`src/verilog/rp_io_pkg.sv`:
```
/*
 * Shared definitions for the two-channel converter I/O top level
 *  - ADC raw and two's complement sample types
 *  - DAC sample, sum and pin code types
 *  - Reset sequencer state encoding
 *  - Daisy mode bit positions and expansion pin indices
 */

package rp_io_pkg;

  ////////////////////////////////////////
  // Sample types
  ////////////////////////////////////////

  typedef logic        [16-1:0] adc_raw_t;   // Neg-slope word from ADC pins
  typedef logic signed [16-1:0] adc_smp_t;   // Two's complement ADC sample
  typedef logic signed [14-1:0] dac_smp_t;   // Generator/controller sample
  typedef logic signed [15-1:0] dac_sum_t;   // Sum before saturation
  typedef logic        [14-1:0] dac_code_t;  // Neg-slope code to DAC pins

  ////////////////////////////////////////
  // Reset sequencer
  ////////////////////////////////////////

  typedef enum logic [1:0] {
    RST_WAIT_LOCK = 2'd0,  // Waiting for PLL lock edge
    RST_HOLD      = 2'd1,  // Counting hold time
    RST_RUN       = 2'd2   // Converters out of reset
  } rst_state_t;

  ////////////////////////////////////////
  // Daisy mode and expansion pins
  ////////////////////////////////////////

  typedef logic [3-1:0] daisy_mode_t;

  localparam int unsigned DM_SYNC     = 0;  // Sync mode, masks ext trigger
  localparam int unsigned DM_TRIG_OUT = 1;  // Trigger out on n-side pin
  localparam int unsigned DM_TRIG_SEL = 2;  // 1 = generator, 0 = scope trigger

  // Pin positions on the expansion connector
  localparam int unsigned TRIG_PIN = 0;
  localparam int unsigned CAN1_PIN = 6;
  localparam int unsigned CAN0_PIN = 7;

endpackage : rp_io_pkg

```
`src/verilog/rp_reset_seq.sv`:
```
/*
 * Converter reset sequencer
 *  - PLL lock edge detector
 *  - Wait / hold / run FSM with hold counter
 *  - Registered converter reset output
 */

`timescale 1ns/1ps

module rp_reset_seq #(
  parameter int unsigned RST_MAX = 64  // Hold length after lock edge
)(
  input  logic adc_clk,
  input  logic rst_i,         // Sync, active high
  input  logic pll_locked_i,  // Sampling PLL status
  output logic conv_rst_o     // Converter reset, active high
);

  import rp_io_pkg::*;

  // Hold counter runs 0 to RST_MAX-1
  localparam int unsigned CNT_W = $clog2(RST_MAX + 1);

  rst_state_t       state;
  logic             lock_prev;  // Lock as seen one cycle ago
  logic [CNT_W-1:0] hold_cnt;

  ////////////////////////////////////////
  // FSM and hold counter
  ////////////////////////////////////////

  always_ff @(posedge adc_clk) begin
    if (rst_i) begin
      state      <= RST_WAIT_LOCK;
      lock_prev  <= 1'b0;  // Lock already high counts as an edge
      hold_cnt   <= '0;
      conv_rst_o <= 1'b1;
    end else begin
      lock_prev  <= pll_locked_i;
      // Lost lock raises reset on the same edge as the FSM falls back
      conv_rst_o <= (state != RST_RUN) | ~pll_locked_i;

      if (!pll_locked_i) begin  // Lock loss from any state
        state    <= RST_WAIT_LOCK;
        hold_cnt <= '0;
      end else begin
        case (state)
          RST_WAIT_LOCK: begin
            if (!lock_prev) begin  // Rising edge of lock
              state    <= RST_HOLD;
              hold_cnt <= '0;
            end
          end
          RST_HOLD: begin
            if (hold_cnt == CNT_W'(RST_MAX - 1))  // RST_MAX cycles in hold
              state <= RST_RUN;
            else
              hold_cnt <= hold_cnt + 1'b1;
          end
          RST_RUN: ;  // Stay until lock drops
          default: state <= RST_WAIT_LOCK;
        endcase
      end
    end
  end

  ////////////////////////////////////////
  // Checks
  ////////////////////////////////////////

  // Converters never leave reset before the FSM reaches run
  a_rst_until_run : assert property (
    @(posedge adc_clk) disable iff (rst_i)
    (state != RST_RUN) |-> conv_rst_o
  ) else $error("converter reset low while FSM not in run");

endmodule : rp_reset_seq
```
`config.mk`:
```
export PLATFORM = sky130hd
export DESIGN_NAME = rp_reset_seq
export DESIGN_NICKNAME = d
export VERILOG_FILES = /design/src/verilog/rp_io_pkg.sv /design/src/verilog/rp_reset_seq.sv
export SDC_FILE = /design/constraint.sdc
export NUM_CORES = 1
export LEC_CHECK = 0
export ABC_AREA = 1
export BUFFER_PORTS_ARGS = -buffer_cell sky130_fd_sc_hd__buf_2
export CAP_MARGIN = 40
export CORE_MARGIN = 2
export CORE_UTILIZATION = 30
export DETAILED_ROUTE_END_ITERATION = 8
export PLACE_DENSITY = 0.46
export SYNTH_ARGS = -nofsm -noshare
export SYNTH_HDL_FRONTEND = slang
export SYNTH_SLANG_ARGS = --single-unit
export TNS_END_PERCENT = 100
```
`constraint.sdc`:
```
create_clock -name adc_clk -period 1.4 [get_ports adc_clk]
set_input_delay 0.28 -clock adc_clk [delete_from_list [all_inputs] [get_ports adc_clk]]
set_output_delay 0.28 -clock adc_clk [all_outputs]
set_load 0.01 [all_outputs]
```
==> reports/qor.yml <==
outcome: "complete, no violations"
drv_slew: 0
remaining_drc_errors: 0
postSynthCellCount: 72
crit_top_cell: "nand2_1"
grt_usage: 0.116
timing.setup.tns_ns: 0
startpoint_type: "register"
synth_area_um2: 538
die_y_um: 46.4
coreArea_um2: 1710
clockRootBuffer: "clkbuf_4"
routed_wl_um: 973
total_leakage_power_nw: 0.272
tightest_slew_ns: 0.233
required_ns: 1.62
crit_type: "register to register"
tritoncts: "built"
start_util: 0.315
cp.buffers_inverters: 1
cp-end-kind: "register"
antenna_cells: 0
hold_buffers: 0
fmax_ghz: 0.800
cts_buffers: 3
period_share: 0.893
slew_headroom: 0.845
max_stage_delay_ns: 0.36
grt_pass1_wl_um: 1730
syn_nets: 76
die_w_um: 46.4
ctsResizeCount: 0
crit_path_cell_trace: "ha_1, nand2_1, nor2_4, nand2_1, nand2_2, nand3_2, nand2_1, nand2_1, inv_1"
vdd_drop_max_v: 0.000421
yosys_warnings: 0
synth.avg_cell_area_um2: 7.47
hold_viol: 0
drtPass1Iterations: 4
layout-drive-gt1-share: 0.213
clockBufferDepth: 2
drt_iter0_drc: 13
boundaryPins: 4
gp_congestion: 0.698
clk_latency_ns: 0.27
max-cap-violations: 0
wl_per_cell_um: 9.27
die-area_um2: 2150
critPathTopFamily: "simple AND/OR/NAND/NOR gates"
final_area_um2: 618
antenna_found_initial: 0
skew_ns: 0.00109
ys_ff_latch: 11
route.antenna.remaining_nets: 0
fin_nets: 85
period_needed_ns: 1.25
postCtsSetupBuffers: 0
syn_to_final_growth_pct: 14.9
nFillCells: 184
via_per_inst: 4.39
dp_hpwl_um: 764
critPathArrivalTime_ns: 1.47
cts.sinks: 11
min_path_type: "input pin to register"
io_buffers: 3
rsz0062_at_grt: "no"
finalSetupViolations: 0
slowest_stage: "dfxtp_1"
grt_pass1_vias: 428
grt-ovfl-total: 0
vias: 461
rows: 15
power.density_nw_per_um2: 926
grt_max_degree: 7
placed_cell_area_um2: 592
clkTransAtPathRegs_ns: 0.07
htree_num_levels: 1
cp_max_fo: 5
synth_cell_types: 15
ys_seq_area_frac: 0.409
[path summary, 6_finish.rpt]
check	end	from	depth (start not counted)	slack, ns
setup / recovery	hold_cnt[3]	hold_cnt[1]	9	0.15
hold / removal	lock_prev	rst_i	3	0.35
setup reg to reg	hold_cnt[3]	hold_cnt[1]	9	0.15
hold reg to reg	hold_cnt[1]	hold_cnt[1]	2	0.49
[worst reg2reg max path, delay by kind of cell, from the launching register on]
kind                     cells  cell delay (ns)
adder cells (fa/ha/maj)      1             0.17
flip-flops                   1             0.36
AND/OR/NAND/NOR              7             0.63
buffers and inverters        1             0.04
[placed cells by master, fill, tap and decap left out, drive strengths merged]
cell type   n
clkbuf      4
o21ai       4
ha          1
or2         1
nand3      10
nor2        8
inv        12
nand2      19
a21boi      1
nand3b      1
a21oi       4
buf         4
dfxtp      11
[state kept, by name, summed over array words and instances (netlist names)]
register / count
conv_rst_o: 1
state: 2
hold_cnt: 7
lock_prev: 1
[where the power goes]
group	switching (mW)	internal [mW]	total, mW
Clock	0.106	0.110	0.216
Combinational	0.0232	0.0132	0.0364
Sequential	0.00255	0.317	0.320
[cell families (layout without fill, tap and decap cells)]
logic type,after synthesis,in the layout,share of synthesized area
and+or+nand+nor,39,39,0.395
buffers and inverters,12,20,0.0837
DFF,11,11,0.409
AOI/OAI and AO/OA,9,9,0.0884
adders and majority gates,1,1,0.0233
[final cells by class]
type | count | area, um^2 | area share
inverter | 12 | 45.0 | 0.0729
clock buffer | 4 | 26.3 | 0.0425
timing repair buffer | 4 | 22.5 | 0.0364
multi-input combinational | 49 | 273 | 0.441
sequential | 11 | 220 | 0.356
tap | 25 | 31.3 | 0.0506
[cells in the mapped netlist]
cell       n  area share
o21ai_1    1      0.0093
nand2_1   16        0.11
nor2_4     4       0.084
nand2_2    3       0.035
ha_1       1       0.023
nand3_1    8       0.074
o21ai_0    3       0.028
dfxtp_1   11        0.41
or2_2      1       0.012
a21boi_1   1       0.014
nor2_1     4       0.028
a21oi_1    4       0.037
nand3b_1   1       0.014
inv_1     12       0.084
nand3_2    2       0.037
[stage by stage]
stage	utilization	instances	power, mW	setup WS (ns)	hold slack, ns
floorplan	-	72	0.351	0.298	0.368
global placement	0.347	101	0.363	0.184	0.478
detailed placement	0.347	101	0.364	0.168	0.479
CTS	0.362	105	0.581	0.146	0.344
global route	0.362	105	0.603	0.0435	0.350
finish	0.362	105	0.572	0.150	0.345
[routing by layer]
layer	up-vias	global-route usage	wire length, um	part of all wire
met2	9	0.167	426	0.44
met3	5	0.0353	34	0.035
met1	204	0.151	485	0.50
met5	-	0	0	0
li1	243	-	-	-
met4	0	0.0686	27	0.028
(Power assumes the default switching activity.)
