`src/verilog/rp_io_pkg.sv`:
```
/*
 * Shared definitions for the two-channel converter I/O top level
 *  - ADC raw and two's complement sample types
 *  - DAC sample, sum and pin code types
 *  - Reset sequencer state encoding
 *  - Daisy mode bit positions and expansion pin indices
 */

package rp_io_pkg;

  ////////////////////////////////////////
  // Sample types
  ////////////////////////////////////////

  typedef logic        [16-1:0] adc_raw_t;   // Neg-slope word from ADC pins
  typedef logic signed [16-1:0] adc_smp_t;   // Two's complement ADC sample
  typedef logic signed [14-1:0] dac_smp_t;   // Generator/controller sample
  typedef logic signed [15-1:0] dac_sum_t;   // Sum before saturation
  typedef logic        [14-1:0] dac_code_t;  // Neg-slope code to DAC pins

  ////////////////////////////////////////
  // Reset sequencer
  ////////////////////////////////////////

  typedef enum logic [1:0] {
    RST_WAIT_LOCK = 2'd0,  // Waiting for PLL lock edge
    RST_HOLD      = 2'd1,  // Counting hold time
    RST_RUN       = 2'd2   // Converters out of reset
  } rst_state_t;

  ////////////////////////////////////////
  // Daisy mode and expansion pins
  ////////////////////////////////////////

  typedef logic [3-1:0] daisy_mode_t;

  localparam int unsigned DM_SYNC     = 0;  // Sync mode, masks ext trigger
  localparam int unsigned DM_TRIG_OUT = 1;  // Trigger out on n-side pin
  localparam int unsigned DM_TRIG_SEL = 2;  // 1 = generator, 0 = scope trigger

  // Pin positions on the expansion connector
  localparam int unsigned TRIG_PIN = 0;
  localparam int unsigned CAN1_PIN = 6;
  localparam int unsigned CAN0_PIN = 7;

endpackage : rp_io_pkg

```
`src/verilog/rp_dac_backend.sv`:
```
/*
 * DAC back end for two channels
 *  - Generator plus controller sum
 *  - Saturation to 14 bits, exported for loopback
 *  - Neg-slope encoding into registered DAC codes
 */

`timescale 1ns/1ps

module rp_dac_backend (
  input  logic                adc_clk,
  input  logic                rst_i,         // Converter reset
  input  rp_io_pkg::dac_smp_t asg_a_i,       // Generator samples
  input  rp_io_pkg::dac_smp_t asg_b_i,
  input  rp_io_pkg::dac_smp_t pid_a_i,       // Controller samples
  input  rp_io_pkg::dac_smp_t pid_b_i,
  output rp_io_pkg::dac_smp_t sat_a_o,       // Saturated, combinational
  output rp_io_pkg::dac_smp_t sat_b_o,
  output rp_io_pkg::dac_code_t dac_code_a_o, // Registered pin codes
  output rp_io_pkg::dac_code_t dac_code_b_o
);

  import rp_io_pkg::*;

  dac_sum_t sum_a;
  dac_sum_t sum_b;

  ////////////////////////////////////////
  // Saturation and encoding
  ////////////////////////////////////////

  // Top two sum bits differ means overflow, clip by sign
  function automatic dac_smp_t dac_sat(input dac_sum_t sum);
    if (sum[14] ^ sum[13])
      return {sum[14], {13{~sum[14]}}};
    return sum[13:0];
  endfunction

  // Signed to neg-slope offset code
  function automatic dac_code_t dac_encode(input dac_smp_t smp);
    return {smp[13], ~smp[12:0]};
  endfunction

  assign sum_a = asg_a_i + pid_a_i;  // Sign-extended to 15 bits
  assign sum_b = asg_b_i + pid_b_i;

  assign sat_a_o = dac_sat(sum_a);
  assign sat_b_o = dac_sat(sum_b);

  ////////////////////////////////////////
  // Output register
  ////////////////////////////////////////

  always_ff @(posedge adc_clk) begin
    if (rst_i) begin
      dac_code_a_o <= '0;
      dac_code_b_o <= '0;
    end else begin
      dac_code_a_o <= dac_encode(sat_a_o);
      dac_code_b_o <= dac_encode(sat_b_o);
    end
  end

  // In-range sum reaches the pins unclipped one cycle later
  a_sum_pass_a : assert property (
    @(posedge adc_clk) disable iff (rst_i)
    !(sum_a[14] ^ sum_a[13]) |=> dac_code_a_o == dac_encode($past(sum_a[13:0]))
  ) else $error("channel A in-range sum altered on its way to the DAC");

  a_sum_pass_b : assert property (
    @(posedge adc_clk) disable iff (rst_i)
    !(sum_b[14] ^ sum_b[13]) |=> dac_code_b_o == dac_encode($past(sum_b[13:0]))
  ) else $error("channel B in-range sum altered on its way to the DAC");

endmodule : rp_dac_backend

```
`config.mk`:
```
export PLATFORM = sky130hd
export DESIGN_NAME = rp_dac_backend
export DESIGN_NICKNAME = d
export VERILOG_FILES = /design/src/verilog/rp_io_pkg.sv /design/src/verilog/rp_dac_backend.sv
export SDC_FILE = /design/constraint.sdc
export NUM_CORES = 1
export LEC_CHECK = 0
export ABC_AREA = 1
export BUFFER_PORTS_ARGS = -buffer_cell sky130_fd_sc_hd__buf_2
export CAP_MARGIN = 0
export CORE_MARGIN = 2
export CORE_UTILIZATION = 52
export DETAILED_ROUTE_END_ITERATION = 10
export PLACE_DENSITY_LB_ADDON = 0.2
export SLEW_MARGIN = 20
export SYNTH_ARGS = -nofsm -noshare
export SYNTH_HDL_FRONTEND = slang
export SYNTH_SLANG_ARGS = --single-unit
```
`constraint.sdc`:
```
create_clock -name adc_clk -period 4.35 [get_ports adc_clk]
set_input_delay 0.435 -clock adc_clk [delete_from_list [all_inputs] [get_ports adc_clk]]
set_output_delay 0.435 -clock adc_clk [all_outputs]
set_load 0.03 [all_outputs]
```
==> results_dict.tcl <==
set metrics [dict create \
    path_depth 12 \
    max_slew_margin_pct 64.3 \
    power_frac_seq_pct 24.7 \
    synthArstFlopShare_pct 0 \
    p_per_area_nw_per_um2 385 \
    final_hold_viol_count 0 \
    rows 25 \
    postCtsSetupRepairBufs 0 \
    power_leakage_nw 2.00 \
    antenna_found_initial 0 \
    rsz0062_at_grt "false" \
    route.detailed.drc 0 \
    crit_path_max_fanout 13 \
    dp_hpwl_um 5420 \
    htreeDepth 1 \
    initial_core_util_pct 54.1 \
    path_class "in2out" \
    cts_tree "yes" \
    yosysWarnings 0 \
    numCtsBuffers 3 \
    wl_um 6440 \
    synthCells 409 \
    min_path_type "in2reg" \
    tns_ns 0 \
    cts_sinks 28 \
    drt_iter0_markers 142 \
    clock.fmax_mhz 334 \
    die-area_um2 5500 \
    drt.antenna.violating_nets 0 \
    synth_flop_cell "dfxtp_1" \
    min_period_over_period_pct 68.8 \
    ctsResizeCount 0 \
    ctsHoldBuffers 0 \
    internal_power_mw 0.635 \
    hold_depth 5 \
    synth-seq-cells 28 \
    synth_area_um2 2560 \
    peakVddDrop_mv 0.198 \
    crit_top_cell "nand2_1" \
    final_util_pct 68.2 \
    dr.pass1.iters 5 \
    num-nets-final 608 \
    ioPinCount 114 \
    crit_family "simple AND/OR/NAND/NOR gates" \
    synth.distinct_cells 30 \
    cp-start-kind "input pin" \
    die_w_um 74.1 \
    post_drt_wl_per_cell_um 11.0 \
    synth_edf_count 0 \
    cts_root_buf "clkbuf_8" \
    status "completed" \
    synthTopCellsByArea "nand2_1 23%, dfxtp_1 22%, ha_1 14%, inv_1 7.3%, nor2_1 6.5%" \
    synth_top_cell_by_area "nand2_1" \
    syn_area_per_cell_um2 6.25 \
    cp_num_buf_inv 4 \
    required_ns 3.91 \
    areaGrowthSynthToFinish_pct 26.0 \
    crit_path_end_kind "output pin" \
    drive_gt1_share_pct 26.6 \
    finalSetupViolations 0 \
    coreArea_um2 4720 \
    clock_power_share_pct 16.5 \
    path_clk_slew_ns 0.10 \
    grt_overflow 0 \
    p_switching_mw 0.606 \
    switching_share_pct 48.8 \
    comb_power_share_pct 58.7 \
    gp_congestion 0.861 \
    synth_common_cells "157 x nand2_1, 50 x inv_1, 44 x nor2_1" \
    grt_pass1_vias 2448 \
    grt_util_all_layers_pct 22.9 \
    synth-seq-area-share_pct 21.9 \
    setup_ws_ns 1.36 \
    die_y_um 74.1 \
    cp_slowest_stage_delay_ns 0.44 \
    cts_buffer_depth 2 \
    via_count 2851 \
    vias_per_cell 4.87 \
    drv_cap 0 \
    portBuffers 113 \
    grt_pass1_wl_um 10300 \
    yosysMostFrequentCell "nand2_1" \
    fillCellCount 437 \
    antenna_cells 0 \
    path_cells "buf_2 > ha_1 > inv_1 > fa_1 > inv_1 > nand2_1 > nand3_2 > nand2_1 > nand3_1 > nand4_1 > nand2_1 > buf_2" \
    synth_fp_nets 497 \
    pre_cts_ws_ns 1.35 \
    max_slew.worst_pin.slew_ns 0.535 \
    drv_slew 0 \
    synth_top_area_share_pct 23.0 \
    fin_crit_ns 2.99 \
    grt_max_degree 29 \
    cpMaxStageDelayCell "nand4_1" \
    crit_arrival_ns 2.56 \
]
-- sequential cells by signal, indices dropped and copies added (netlist names) --
| name | count |
|---|---|
| dac_code_a_o | 14 |
| dac_code_b_o | 14 |
-- worst paths after layout --
path,startpoint,to,slack [ns]
hold / removal,pid_b_i[0],dac_code_b_o[0]$_SDFF_PP0_,0.53
setup / recovery,asg_b_i[0],sat_b_o[10],1.36
-- logic make-up after synthesis --
family | synth area share, %
AO/OA/AOI/OAI | 5.72
XOR/XNOR | 6.16
adder cells (fa/ha/maj) | 15.3
buffers and inverters | 9.78
flip-flops | 21.9
AND/OR/NAND/NOR | 41.1
-- layer usage --
metal,track usage [%],wire length (µm),up-vias
met4,5.66,61,0
li1,-,-,1493
met5,0,0,-
met2,37.7,2840,112
met3,3.66,550,8
met1,31.3,2980,1238
-- power by group through the flow --
stage / sequential [mW] / combinational [mW] / clock [mW]
2_1_floorplan: 0.402 / 0.452 / 0
3_3_place_gp: 0.312 / 0.718 / 0
3_5_place_dp: 0.313 / 0.727 / 0
4_1_cts: 0.307 / 0.729 / 0.207
5_1_grt: 0.311 / 0.796 / 0.218
6_report: 0.307 / 0.729 / 0.205
-- stage by stage --
stage	hold WS, ns	area [µm²]	std cells	power, mW
floorplan	0.742	2560	409	0.853
global placement	0.825	3150	582	1.03
detailed placement	0.823	3150	582	1.04
CTS	0.528	3220	586	1.24
global route	0.572	3220	586	1.33
finish	0.532	3220	586	1.24
-- placed cells by master, fill, tap and decap left out, drive strengths merged, types with 2 or more instances in the layout --
master,netlist,routed
o21bai,2,2
dfxtp,28,28
fa,2,2
xor2,14,14
o21ai,2,2
and2,2,2
nand2,170,170
buf,4,113
nand3b,2,2
a21boi,2,2
nand3,16,16
inv,52,52
ha,28,28
nor2,44,44
or2,2,2
xnor2,4,4
a21oi,18,18
a31oi,2,2
nor3,4,4
clkbuf,3,3
nand4,8,8
-- layout make-up --
class,count,area [µm²],area share [%]
Clock buffer,3,41.3,1.28
Clock inverter,1,30.0,0.932
Inverter,52,195,6.06
Multi-Input combinational cell,322,1750,54.2
Sequential cell,28,561,17.4
Tap cell,67,83.8,2.60
Timing Repair Buffer,113,566,17.5
Power figures use the tool's default switching activity.
