`config.mk`:
```
export PLATFORM = sky130hd
export DESIGN_NAME = rp_adc_frontend
export DESIGN_NICKNAME = d
export VERILOG_FILES = /design/src/verilog/rp_io_pkg.sv /design/src/verilog/rp_adc_frontend.sv
export SDC_FILE = /design/constraint.sdc
export NUM_CORES = 1
export LEC_CHECK = 0
export ABC_AREA = 1
export ABC_CLOCK_PERIOD_IN_PS = 800
export BUFFER_PORTS_ARGS = -buffer_cell sky130_fd_sc_hd__buf_2
export CORE_ASPECT_RATIO = 0.6
export CORE_MARGIN = 1.5
export CORE_UTILIZATION = 38
export CTS_CLUSTER_SIZE = 14
export DETAILED_ROUTE_END_ITERATION = 8
export PLACE_DENSITY = 0.87
export SYNTH_ARGS = -nofsm -noshare
export SYNTH_HDL_FRONTEND = slang
export SYNTH_SLANG_ARGS = --single-unit
```
`constraint.sdc`:
```
create_clock -name adc_clk -period 0.8 [get_ports adc_clk]
set_clock_uncertainty 0.05 [all_clocks]
set_input_delay 0 -clock adc_clk [delete_from_list [all_inputs] [get_ports adc_clk]]
set_output_delay 0 -clock adc_clk [all_outputs]
set_load 0.1 [all_outputs]
```
`src/verilog/rp_io_pkg.sv`:
```
/*
 * Shared definitions for the two-channel converter I/O top level
 *  - ADC raw and two's complement sample types
 *  - DAC sample, sum and pin code types
 *  - Reset sequencer state encoding
 *  - Daisy mode bit positions and expansion pin indices
 */

package rp_io_pkg;

  ////////////////////////////////////////
  // Sample types
  ////////////////////////////////////////

  typedef logic        [16-1:0] adc_raw_t;   // Neg-slope word from ADC pins
  typedef logic signed [16-1:0] adc_smp_t;   // Two's complement ADC sample
  typedef logic signed [14-1:0] dac_smp_t;   // Generator/controller sample
  typedef logic signed [15-1:0] dac_sum_t;   // Sum before saturation
  typedef logic        [14-1:0] dac_code_t;  // Neg-slope code to DAC pins

  ////////////////////////////////////////
  // Reset sequencer
  ////////////////////////////////////////

  typedef enum logic [1:0] {
    RST_WAIT_LOCK = 2'd0,  // Waiting for PLL lock edge
    RST_HOLD      = 2'd1,  // Counting hold time
    RST_RUN       = 2'd2   // Converters out of reset
  } rst_state_t;

  ////////////////////////////////////////
  // Daisy mode and expansion pins
  ////////////////////////////////////////

  typedef logic [3-1:0] daisy_mode_t;

  localparam int unsigned DM_SYNC     = 0;  // Sync mode, masks ext trigger
  localparam int unsigned DM_TRIG_OUT = 1;  // Trigger out on n-side pin
  localparam int unsigned DM_TRIG_SEL = 2;  // 1 = generator, 0 = scope trigger

  // Pin positions on the expansion connector
  localparam int unsigned TRIG_PIN = 0;
  localparam int unsigned CAN1_PIN = 6;
  localparam int unsigned CAN0_PIN = 7;

endpackage : rp_io_pkg

```
`src/verilog/rp_adc_frontend.sv`:
```
/*
 * ADC front end for two channels
 *  - Neg-slope to two's complement conversion
 *  - Digital loopback of the saturated DAC samples
 *  - Output register, cleared by converter reset
 */

`timescale 1ns/1ps

module rp_adc_frontend (
  input  logic               adc_clk,
  input  logic               rst_i,        // Converter reset
  input  rp_io_pkg::adc_raw_t adc_raw_a_i, // Raw pins, channel A
  input  rp_io_pkg::adc_raw_t adc_raw_b_i, // Raw pins, channel B
  input  logic               loop_en_i,    // Take DAC path instead of pins
  input  rp_io_pkg::dac_smp_t loop_a_i,
  input  rp_io_pkg::dac_smp_t loop_b_i,
  output rp_io_pkg::adc_smp_t adc_a_o,
  output rp_io_pkg::adc_smp_t adc_b_o
);

  import rp_io_pkg::*;

  ////////////////////////////////////////
  // Per-channel conversion
  ////////////////////////////////////////

  // Same map for both channels
  function automatic adc_smp_t adc_conv(
    input adc_raw_t raw,
    input logic     loop_en,
    input dac_smp_t loop
  );
    if (loop_en)
      return {2'b00, loop};  // Loop sample, top two bits zero
    // MSB kept, rest inverted
    return {raw[$bits(adc_raw_t)-1], ~raw[$bits(adc_raw_t)-2:0]};
  endfunction

  ////////////////////////////////////////
  // Output register
  ////////////////////////////////////////

  always_ff @(posedge adc_clk) begin
    if (rst_i) begin
      adc_a_o <= '0;
      adc_b_o <= '0;
    end else begin
      adc_a_o <= adc_conv(adc_raw_a_i, loop_en_i, loop_a_i);  // CH A
      adc_b_o <= adc_conv(adc_raw_b_i, loop_en_i, loop_b_i);  // CH B
    end
  end

endmodule : rp_adc_frontend

```
==> flow_summary.yaml, run 1 <==
status:
  outcome: "aborted with a tool error"
  flow.stopped_at: "clock tree synthesis"
  tool.error: "[ERROR DPL-0033] detailed placement checks failed during check placement."
logic_synthesis:
  synthTopCellsByArea: "dfxtp_1 (54%), nor2_1 (17%), nand2_1 (17%)"
  syn-cell-area_mm2: 0.001197
  yosysWarnings: 0
  ys_types: 11
  ys_ff_latch: 32
  synth_area_leader_cell: "dfxtp_1"
  syn_nets: 226
  synth_top_area_share_pct: 53.50
  synthCells: 163
  avgSynthCellArea_um2: 7.346
  yosysSeqAreaShare_pct: 53.50
clock_network:
  cts_setup_buffers: 0
  clock-sinks: 32
  ctsHoldBuffers: 61
  cts_buffer_depth: 2
  htreeDepth: 2
  cts.root.buffer_cell: "clkbuf_8"
  cts_resized: 0
  numCtsBuffers: 5
floorplanning:
  start_util_pct: 40.90
  fp.dieW_um: 75.47
  die_h_um: 46.48
  io_pins: 95
  num_rows: 15
placed_design:
  gp_congestion: 0.6379
  place_area_mm2: 0.002228
  io_buffer_count: 94
-- metrics by stage --
step / worst slack, ps / cells
3_3_place_gp: 100.1 / 294
2_1_floorplan: 124.2 / 163
3_5_place_dp: 57.28 / 294
-- synthesized netlist by cell type, drive strengths merged --
library cell,instances
dfxtp,32
nor2,60
nand2,57
buf,8
inv,6
-- cells by family after synthesis --
group | after synthesis | synth area share [%]
buffers and inverters | 14 | 8.149
flip-flops | 32 | 53.50
AND/OR/NAND/NOR | 117 | 38.35
==> inputs of run 2 (changes only) <==
--- a/config.mk
+++ b/config.mk
@@ -8,12 +8,10 @@
 export ABC_AREA = 1
 export ABC_CLOCK_PERIOD_IN_PS = 800
 export BUFFER_PORTS_ARGS = -buffer_cell sky130_fd_sc_hd__buf_2
-export CORE_ASPECT_RATIO = 0.6
-export CORE_MARGIN = 1.5
-export CORE_UTILIZATION = 38
-export CTS_CLUSTER_SIZE = 14
+export CORE_AREA = 2 2 63 65
 export DETAILED_ROUTE_END_ITERATION = 8
-export PLACE_DENSITY = 0.87
+export DIE_AREA = 0 0 65 67
+export PLACE_DENSITY_LB_ADDON = 0.15
 export SYNTH_ARGS = -nofsm -noshare
 export SYNTH_HDL_FRONTEND = slang
 export SYNTH_SLANG_ARGS = --single-unit
==> flow_summary.yaml, run 2 <==
status:
  outcome: "complete, but fails checks"
  violations: "setup timing"
floorplanning:
  start_util_pct: 33.21
  io_pins: 95
  dieArea_mm2: 0.004355
  core_region_area_mm2: 0.003606
  num_rows: 22
  die_h_um: 67
  fp.dieW_um: 65
worst_setup_path:
  cpPeakStageDelay_ps: 340
  critPathTopFamily: "flip-flops"
  crit_buf_inv: 1
  end_kind: "output pin"
  cp_cell_sequence: "buf_12"
  required_ps: 750
  worst_ep_arrival_time_ps: 800
  crit_path_max_fanout: 1
  crit_path_start_kind: "register"
  slowest_stage: "dfxtp_2"
  crit_type: "register to output pin"
timing:
  tns_ps: -1220
  slew_headroom_pct: 90.63
  rsz0062_at_grt: "yes"
  setup_slack_ps: -46.09
  drv_slew: 0
  fin_crit_ps: 846.1
  final.period_utilization_pct: 105.8
  timing.fmax_ghz: 1.182
  hold_viol: 0
  worst_slew_pin_slew_ps: 140.6
  finalSetupViolations: 32
grt:
  grt_pass1_wl_um: 7044
  antenna_found_initial: 0
  grt-ovfl-total: 0
  grt.total_usage_pct: 21.76
  grt_pass1_vias: 1567
  grt_max_degree: 30
route:
  via_count: 1530
  avgViaCountPerCell: 4.135
  first_iter_violations: 36
  postRouteAntennaNets: 0
  drt_first_pass_iters: 4
  wl_um: 4443
  wl_per_cell_um: 12.01
  drc: 0
pwr:
  swShare_pct: 34.81
  power.switching_w: 0.001730
  leakage_nw: 1.449
  pwr-share-seq_pct: 36.4
  vdd_drop_max_v: 0.001594
  p_int_w: 0.003240
  power.density_mw_per_mm2: 1681
  clock_power_share_pct: 25.5
  power_frac_comb_pct: 38.1
job:
  drv_cap: 0
logic_synthesis:
  synth_commonest_cells: "nor2_1 (55), nand2_1 (54), dfxtp_1 (32)"
  yosysSeqAreaShare_pct: 53.50
  async_reset_ff_share_pct: 0
  synthCells: 163
  yosysMostFrequentCell: "nor2_1"
  synth_edf_count: 0
  avgSynthCellArea_um2: 7.346
  synth_top_area_share_pct: 53.50
  ys_types: 11
  yosysWarnings: 0
  synthTopCellsByArea: "dfxtp_1 (54%), nor2_1 (17%), nand2_1 (17%)"
  synth_area_leader_cell: "dfxtp_1"
  syn_nets: 226
  syn-cell-area_mm2: 0.001197
  synth_flop_cell: "dfxtp_1"
  ys_ff_latch: 32
final_layout:
  stdcell_area_mm2: 0.002957
  layout_common_cells: "buf_2 (62), dlygate4sd3_1 (61), nor2_1 (55)"
  drive_above_1_share_pct: 45.34
  diodes: 0
  largestRegisters: "adc_a_o x16, adc_b_o x16"
  layout_commonest_cell: "buf_2"
  final_nets: 384
  area_growth_pct: 146.9
clock_network:
  cts_setup_buffers: 0
  path_clk_slew_ps: 70
  cts.root.buffer_cell: "clkbuf_8"
  clock-sinks: 32
  htreeDepth: 2
  cts_tree: "done"
  cts_buffer_depth: 2
  numCtsBuffers: 5
placed_design:
  place_area_mm2: 0.002256
  gp_congestion: 0.7297
  io_buffer_count: 94
  hpwl_um: 2451
worst_hold_path:
  hp-class: "input port to register"
-- run 2: final cells by class --
type / count / area (um2)
flip-flops and latches: 32 / 680.7
well taps: 48 / 60.06
multi-input cells: 117 / 459.2
inverters: 6 / 25.02
clock buffers: 8 / 90.09
repair buffers: 159 / 1642
fillers: 232 / 649.4
-- run 2: cell families after synthesis --
kind of cell	count (synthesis)	synth area share, %
AND/OR/NAND/NOR	117	38.35
flip-flops	32	53.50
buffers and inverters	14	8.149
-- run 2: routing by layer --
| metal | part of all wire (%) | wire [um] | global-route usage [%] | up-vias |
|---|---|---|---|---|
| met5 | 0 | 0 | 0 | - |
| met2 | 56 | 2504 | 43.56 | 61 |
| met4 | 2.5 | 112 | 9.840 | 0 |
| met1 | 35 | 1563 | 20.64 | 666 |
| li1 | - | - | - | 791 |
| met3 | 5.9 | 263 | 5.236 | 12 |
-- run 2: stage by stage --
step / power [W] / setup WS [ps] / instances / hold slack (ps) / util (%)
after floorplan: 0.002796 / 124.2 / 163 / 14.97 / -
after global routing: 0.005185 / -77.73 / 370 / 84.16 / 81.99
after detailed placement: 0.003497 / 100.1 / 301 / 102.2 / 62.56
final: 0.004971 / -46.09 / 370 / 81.93 / 81.99
after global placement: 0.003482 / 113.8 / 301 / 101.1 / 62.56
after CTS: 0.004993 / -56.79 / 370 / 69.24 / 81.99
-- run 2: final timing paths --
kind	start	to	slack, ps	depth (start not counted)
min	rst_i	adc_a_o[8]	80	5
max	adc_b_o[11]	adc_b_o[11]	-50	1
-- run 2: timing repair --
| item | 4_1_cts | 5_1_grt |
|---|---|---|
| setup endpoints to repair | 32 | 32 |
| gates resized for setup | 0 | 0 |
| hold buffers | 61 | 0 |
| endpoints found under the hold margin | 32 | 0 |
-- run 2: power groups by stage --
stage | registers [W] | logic [W] | clock network (W)
global placement | 0.00184 | 0.00164 | 0
finish | 0.00181 | 0.00189 | 0.00127
floorplan | 0.00257 | 0.000226 | 0
CTS | 0.00181 | 0.00188 | 0.00130
global route | 0.00182 | 0.00198 | 0.00139
detailed placement | 0.00185 | 0.00165 | 0
Note: power is estimated with default switching activity, not from simulation.
==> inputs of run 3 (changes only) <==
--- a/config.mk
+++ b/config.mk
@@ -6,12 +6,12 @@
 export NUM_CORES = 1
 export LEC_CHECK = 0
 export ABC_AREA = 1
-export ABC_CLOCK_PERIOD_IN_PS = 800
 export BUFFER_PORTS_ARGS = -buffer_cell sky130_fd_sc_hd__buf_2
 export CORE_AREA = 2 2 63 65
 export DETAILED_ROUTE_END_ITERATION = 8
 export DIE_AREA = 0 0 65 67
 export PLACE_DENSITY_LB_ADDON = 0.15
+export RECOVER_POWER = 25
 export SYNTH_ARGS = -nofsm -noshare
 export SYNTH_HDL_FRONTEND = slang
 export SYNTH_SLANG_ARGS = --single-unit
==> flow_summary.yaml, run 3 (synthesis gave the netlist of run 2 again) <==
clock_network:
  clock-sinks: 32
  cts_tree: "done"
  cts_setup_buffers: 0
  htreeDepth: 2
  path_clk_slew_ps: 70
  cts.root.buffer_cell: "clkbuf_8"
  cts_buffer_depth: 2
  numCtsBuffers: 5
worst_setup_path:
  crit_type: "register to output pin"
  crit_path_max_fanout: 1
  crit_path_start_kind: "register"
  required_ps: 750
  cp.depth: 1
  end_kind: "output pin"
  cp_cell_sequence: "buf_12"
  critPathTopFamily: "flip-flops"
  crit_buf_inv: 1
  cpPeakStageDelay_ps: 340
  worst_ep_arrival_time_ps: 800
  slowest_stage: "dfxtp_2"
route:
  wl_um: 4441
  drt_first_pass_iters: 4
  postRouteAntennaNets: 0
  first_iter_violations: 36
  via_count: 1530
  wl_per_cell_um: 12.00
  avgViaCountPerCell: 4.135
  drc: 0
floorplanning:
  core_region_area_mm2: 0.003606
  fp.dieW_um: 65
  dieArea_mm2: 0.004355
  num_rows: 22
  io_pins: 95
  start_util_pct: 33.21
  die_h_um: 67
pwr:
  vdd_drop_max_v: 0.001594
  leakage_nw: 1.447
  power.density_mw_per_mm2: 1682
worst_hold_path:
  hold_path_depth: 5
  whs_endpoint: "adc_a_o[8]"
  hp-start: "rst_i"
  hp-class: "input port to register"
timing:
  drv_slew: 0
  setup_slack_ps: -46.09
  timing.fmax_ghz: 1.182
  finalSetupViolations: 32
  hold_viol: 0
  fin_hold_ws_ps: 81.93
  rsz0062_at_grt: "yes"
  slew_headroom_pct: 90.63
  fin_crit_ps: 846.1
  worst_slew_pin_slew_ps: 140.6
  final.period_utilization_pct: 105.8
grt:
  grt-ovfl-total: 0
  antenna_found_initial: 0
  grt_max_degree: 30
  grt_pass1_wl_um: 7044
  grt-busiest-layer: "met2"
  grt_util_met2_pct: 43.56
  grt_pass1_vias: 1567
  met3_usage_pct: 5.236
  gr-usage-met1_pct: 20.64
  grt.total_usage_pct: 21.76
final_layout:
  layout_common_cells: "dlygate4sd3_1 (61), buf_2 (61), nor2_1 (55)"
  area_growth_pct: 146.8
  fillers: 233
  drive_above_1_share_pct: 45.03
  final_nets: 384
  largestRegisters: "adc_a_o x16, adc_b_o x16"
  diodes: 0
  stdcell_area_mm2: 0.002955
placed_design:
  gp_congestion: 0.7297
  hpwl_um: 2451
  io_buffer_count: 94
  place_area_mm2: 0.002256
status:
  violations: "setup timing"
  outcome: "complete, but fails checks"
job:
  drv_cap: 0
-- run 3: worst max path at each step --
stage,slack [ps],to,startpoint
floorplan,120,adc_a_o[0],adc_a_o[0]
global placement,110,adc_b_o[3],loop_en_i
detailed placement,100,adc_b_o[3],loop_en_i
CTS,-60,adc_b_o[11],adc_b_o[11]
global route,-80,adc_b_o[12],adc_b_o[12]
finish,-50,adc_b_o[11],adc_b_o[11]
-- run 3: metal layers --
layer	routed length (um)	share of wire, %	up-vias
li1	-	-	791
met1	1561	35	666
met2	2504	56	61
met3	263	5.9	12
met4	112	2.5	0
met5	0	0	-
-- run 3: where the power goes --
part | switching [W] | internal, W
clock | 0.000568 | 0.000701
sequential | 0.0000827 | 0.00173
combinational | 0.00108 | 0.000813
total | 0.00173 | 0.00324
-- run 3: tightest hold or removal path, delay by kind of cell --
kind / cells / cell delay (ps)
and+or+nand+nor: 2 / 100
buffers and inverters: 3 / 270
-- run 3: area by class of cell --
cell class / count / area (um2) / area share, %
Timing Repair Buffer: 159 / 1640 / 55.50
Sequential cell: 32 / 680.7 / 23.03
Multi-Input combinational cell: 117 / 459.2 / 15.54
Clock buffer: 8 / 90.09 / 3.048
Tap cell: 48 / 60.06 / 2.032
Inverter: 6 / 25.02 / 0.8467
-- run 3: timing repair --
action	CTS	global route
hold buffers	61	0
setup endpoints to repair	32	32
resized for setup	0	0
endpoints found under the hold margin	32	0
-- run 3: stage by stage --
stage / power (W) / util, % / instances / setup TNS, ps / worst slack [ps]
4_1_cts: 0.004993 / 81.99 / 370 / -1560 / -56.79
6_report: 0.004970 / 81.96 / 370 / -1220 / -46.09
5_1_grt: 0.005184 / 81.96 / 370 / -2099 / -77.73
2_1_floorplan: 0.002796 / - / 163 / 0 / 124.2
3_5_place_dp: 0.003497 / 62.56 / 301 / 0 / 100.1
3_3_place_gp: 0.003482 / 62.56 / 301 / 0 / 113.8
==> inputs of run 4 (changes only) <==
--- a/config.mk
+++ b/config.mk
@@ -7,9 +7,11 @@
 export LEC_CHECK = 0
 export ABC_AREA = 1
 export BUFFER_PORTS_ARGS = -buffer_cell sky130_fd_sc_hd__buf_2
-export CORE_AREA = 2 2 63 65
+export CELL_PAD_IN_SITES_DETAIL_PLACEMENT = 0
+export CELL_PAD_IN_SITES_GLOBAL_PLACEMENT = 1
+export CORE_MARGIN = 1.5
+export CORE_UTILIZATION = 25
 export DETAILED_ROUTE_END_ITERATION = 8
-export DIE_AREA = 0 0 65 67
 export PLACE_DENSITY_LB_ADDON = 0.15
 export RECOVER_POWER = 25
 export SYNTH_ARGS = -nofsm -noshare
==> flow_summary.yaml, run 4 (synthesis gave the netlist of run 2 again) <==
final_layout:
  stdcell_area_mm2: 0.002957
  largestRegisters: "adc_a_o x16, adc_b_o x16"
  final_nets: 385
  final_cells: 375
  multi_input_area_um2: 459.2
  fin_util_pct: 66.08
  layout_commonest_cell: "buf_2"
  regArea_um2: 680.7
  diodes: 0
  layout_common_cells: "buf_2 (62), dlygate4sd3_1 (61), nor2_1 (55)"
  area_growth_pct: 146.9
  fillers: 365
  drive_above_1_share_pct: 45.51
route:
  drt_first_pass_iters: 4
  top_layer_used: "met4"
  via_count: 1495
  avgViaCountPerCell: 3.987
  wl_met3_um: 313
  wl_met1_um: 1633
  drc: 0
  wl_um: 4222
  wl_per_cell_um: 11.26
  dr_wl_met2_um: 2211
  postRouteAntennaNets: 0
  first_iter_violations: 51
timing:
  final.period_utilization_pct: 106.6
  slew_headroom_pct: 90.97
  fin_crit_ps: 852.4
  setup_slack_ps: -52.42
  timing.fmax_ghz: 1.173
  finalSetupViolations: 32
  tns_ps: -1248
  rsz0062_at_grt: "yes"
  hold_viol: 0
  drv_slew: 0
  worst_slew_pin_slew_ps: 135.4
worst_setup_path:
  critPathLaunch: "adc_a_o[9]"
  crit_path_max_fanout: 1
  critPathTopFamily: "flip-flops"
  slowest_stage: "dfxtp_2"
  required_ps: 750
  cp_cell_sequence: "buf_12"
  crit_buf_inv: 1
  cpPeakStageDelay_ps: 350
  worst_ep_arrival_time_ps: 800
  end_kind: "output pin"
  crit_path_start_kind: "register"
  crit_type: "register to output pin"
clock_network:
  cts.root.buffer_cell: "clkbuf_8"
  cts_buffer_depth: 2
  clock-sinks: 32
  cts_setup_buffers: 0
  cts_tree: "done"
  numCtsBuffers: 5
  htreeDepth: 2
  path_clk_slew_ps: 60
grt:
  grt.total_usage_pct: 16.82
  grt_pass1_wl_um: 6548
  grt_pass1_vias: 1433
  grt_max_degree: 31
  antenna_found_initial: 0
  grt-ovfl-total: 0
placed_design:
  placed_cells: 306
  place_area_mm2: 0.002256
  gp_congestion: 0.6451
  io_buffer_count: 94
  hpwl_um: 2446
worst_hold_path:
  hp-start: "rst_i"
  hp-class: "input port to register"
pwr:
  power.density_mw_per_mm2: 1680
  total_power_w: 0.004967
  leakage_nw: 1.450
  vdd_drop_max_v: 0.001018
floorplanning:
  core_region_area_mm2: 0.004474
  dieArea_mm2: 0.005214
  die_h_um: 72.21
  io_pins: 95
  start_util_pct: 26.76
  fp.dieW_um: 72.21
  num_rows: 24
job:
  drv_cap: 0
status:
  outcome: "complete, but fails checks"
  violations: "setup timing"
run 4: changes by cell type in the layout (fill, tap and decap cells not counted), sizes merged:
| cell | change |
|---|---|
| buf | +2 |
| clkbuf | -1 |
run 4: metal layers:
metal  track usage [%]  vias to the layer above
met3             5.000                        7
met4             6.918                        0
met1             17.56                      637
met5                 0                        -
met2             31.28                       58
li1                  -                      793
run 4: power by group:
group | switching, W | total, W | internal [W]
clock network | 0.000574 | 0.00128 | 0.000701
registers | 0.0000853 | 0.00181 | 0.00173
logic | 0.00107 | 0.00188 | 0.000810
total | 0.00173 | 0.00497 | 0.00324
run 4: path summary, 6_finish.rpt:
path | to | slack, ps | cells past startpoint
worst max-delay path | adc_a_o[9] | -50 | 1
worst min-delay path | adc_b_o[6] | 70 | 5
run 4: layout make-up:
type	instances	share of cell area [%]
Tap cell	52	2.201
Clock buffer	8	3.047
Timing Repair Buffer	160	55.35
Multi-Input combinational cell	117	15.53
Sequential cell	32	23.02
Inverter	6	0.8464
run 4: timing repair:
| action | CTS | global route |
|---|---|---|
| hold buffers | 61 | 0 |
| hold endpoints to repair | 32 | 0 |
| gates cloned | 0 | 0 |
| setup endpoints to repair | 32 | 32 |
| gates resized for setup | 0 | 0 |
run 4: through the flow:
step | setup WS [ps] | hold slack (ps)
after floorplan | 124.2 | 14.97
after global placement | 91.19 | 101.3
after detailed placement | 72.65 | 110.7
after CTS | -65.17 | 55.28
after global routing | -78.01 | 68.45
final | -52.42 | 67.45
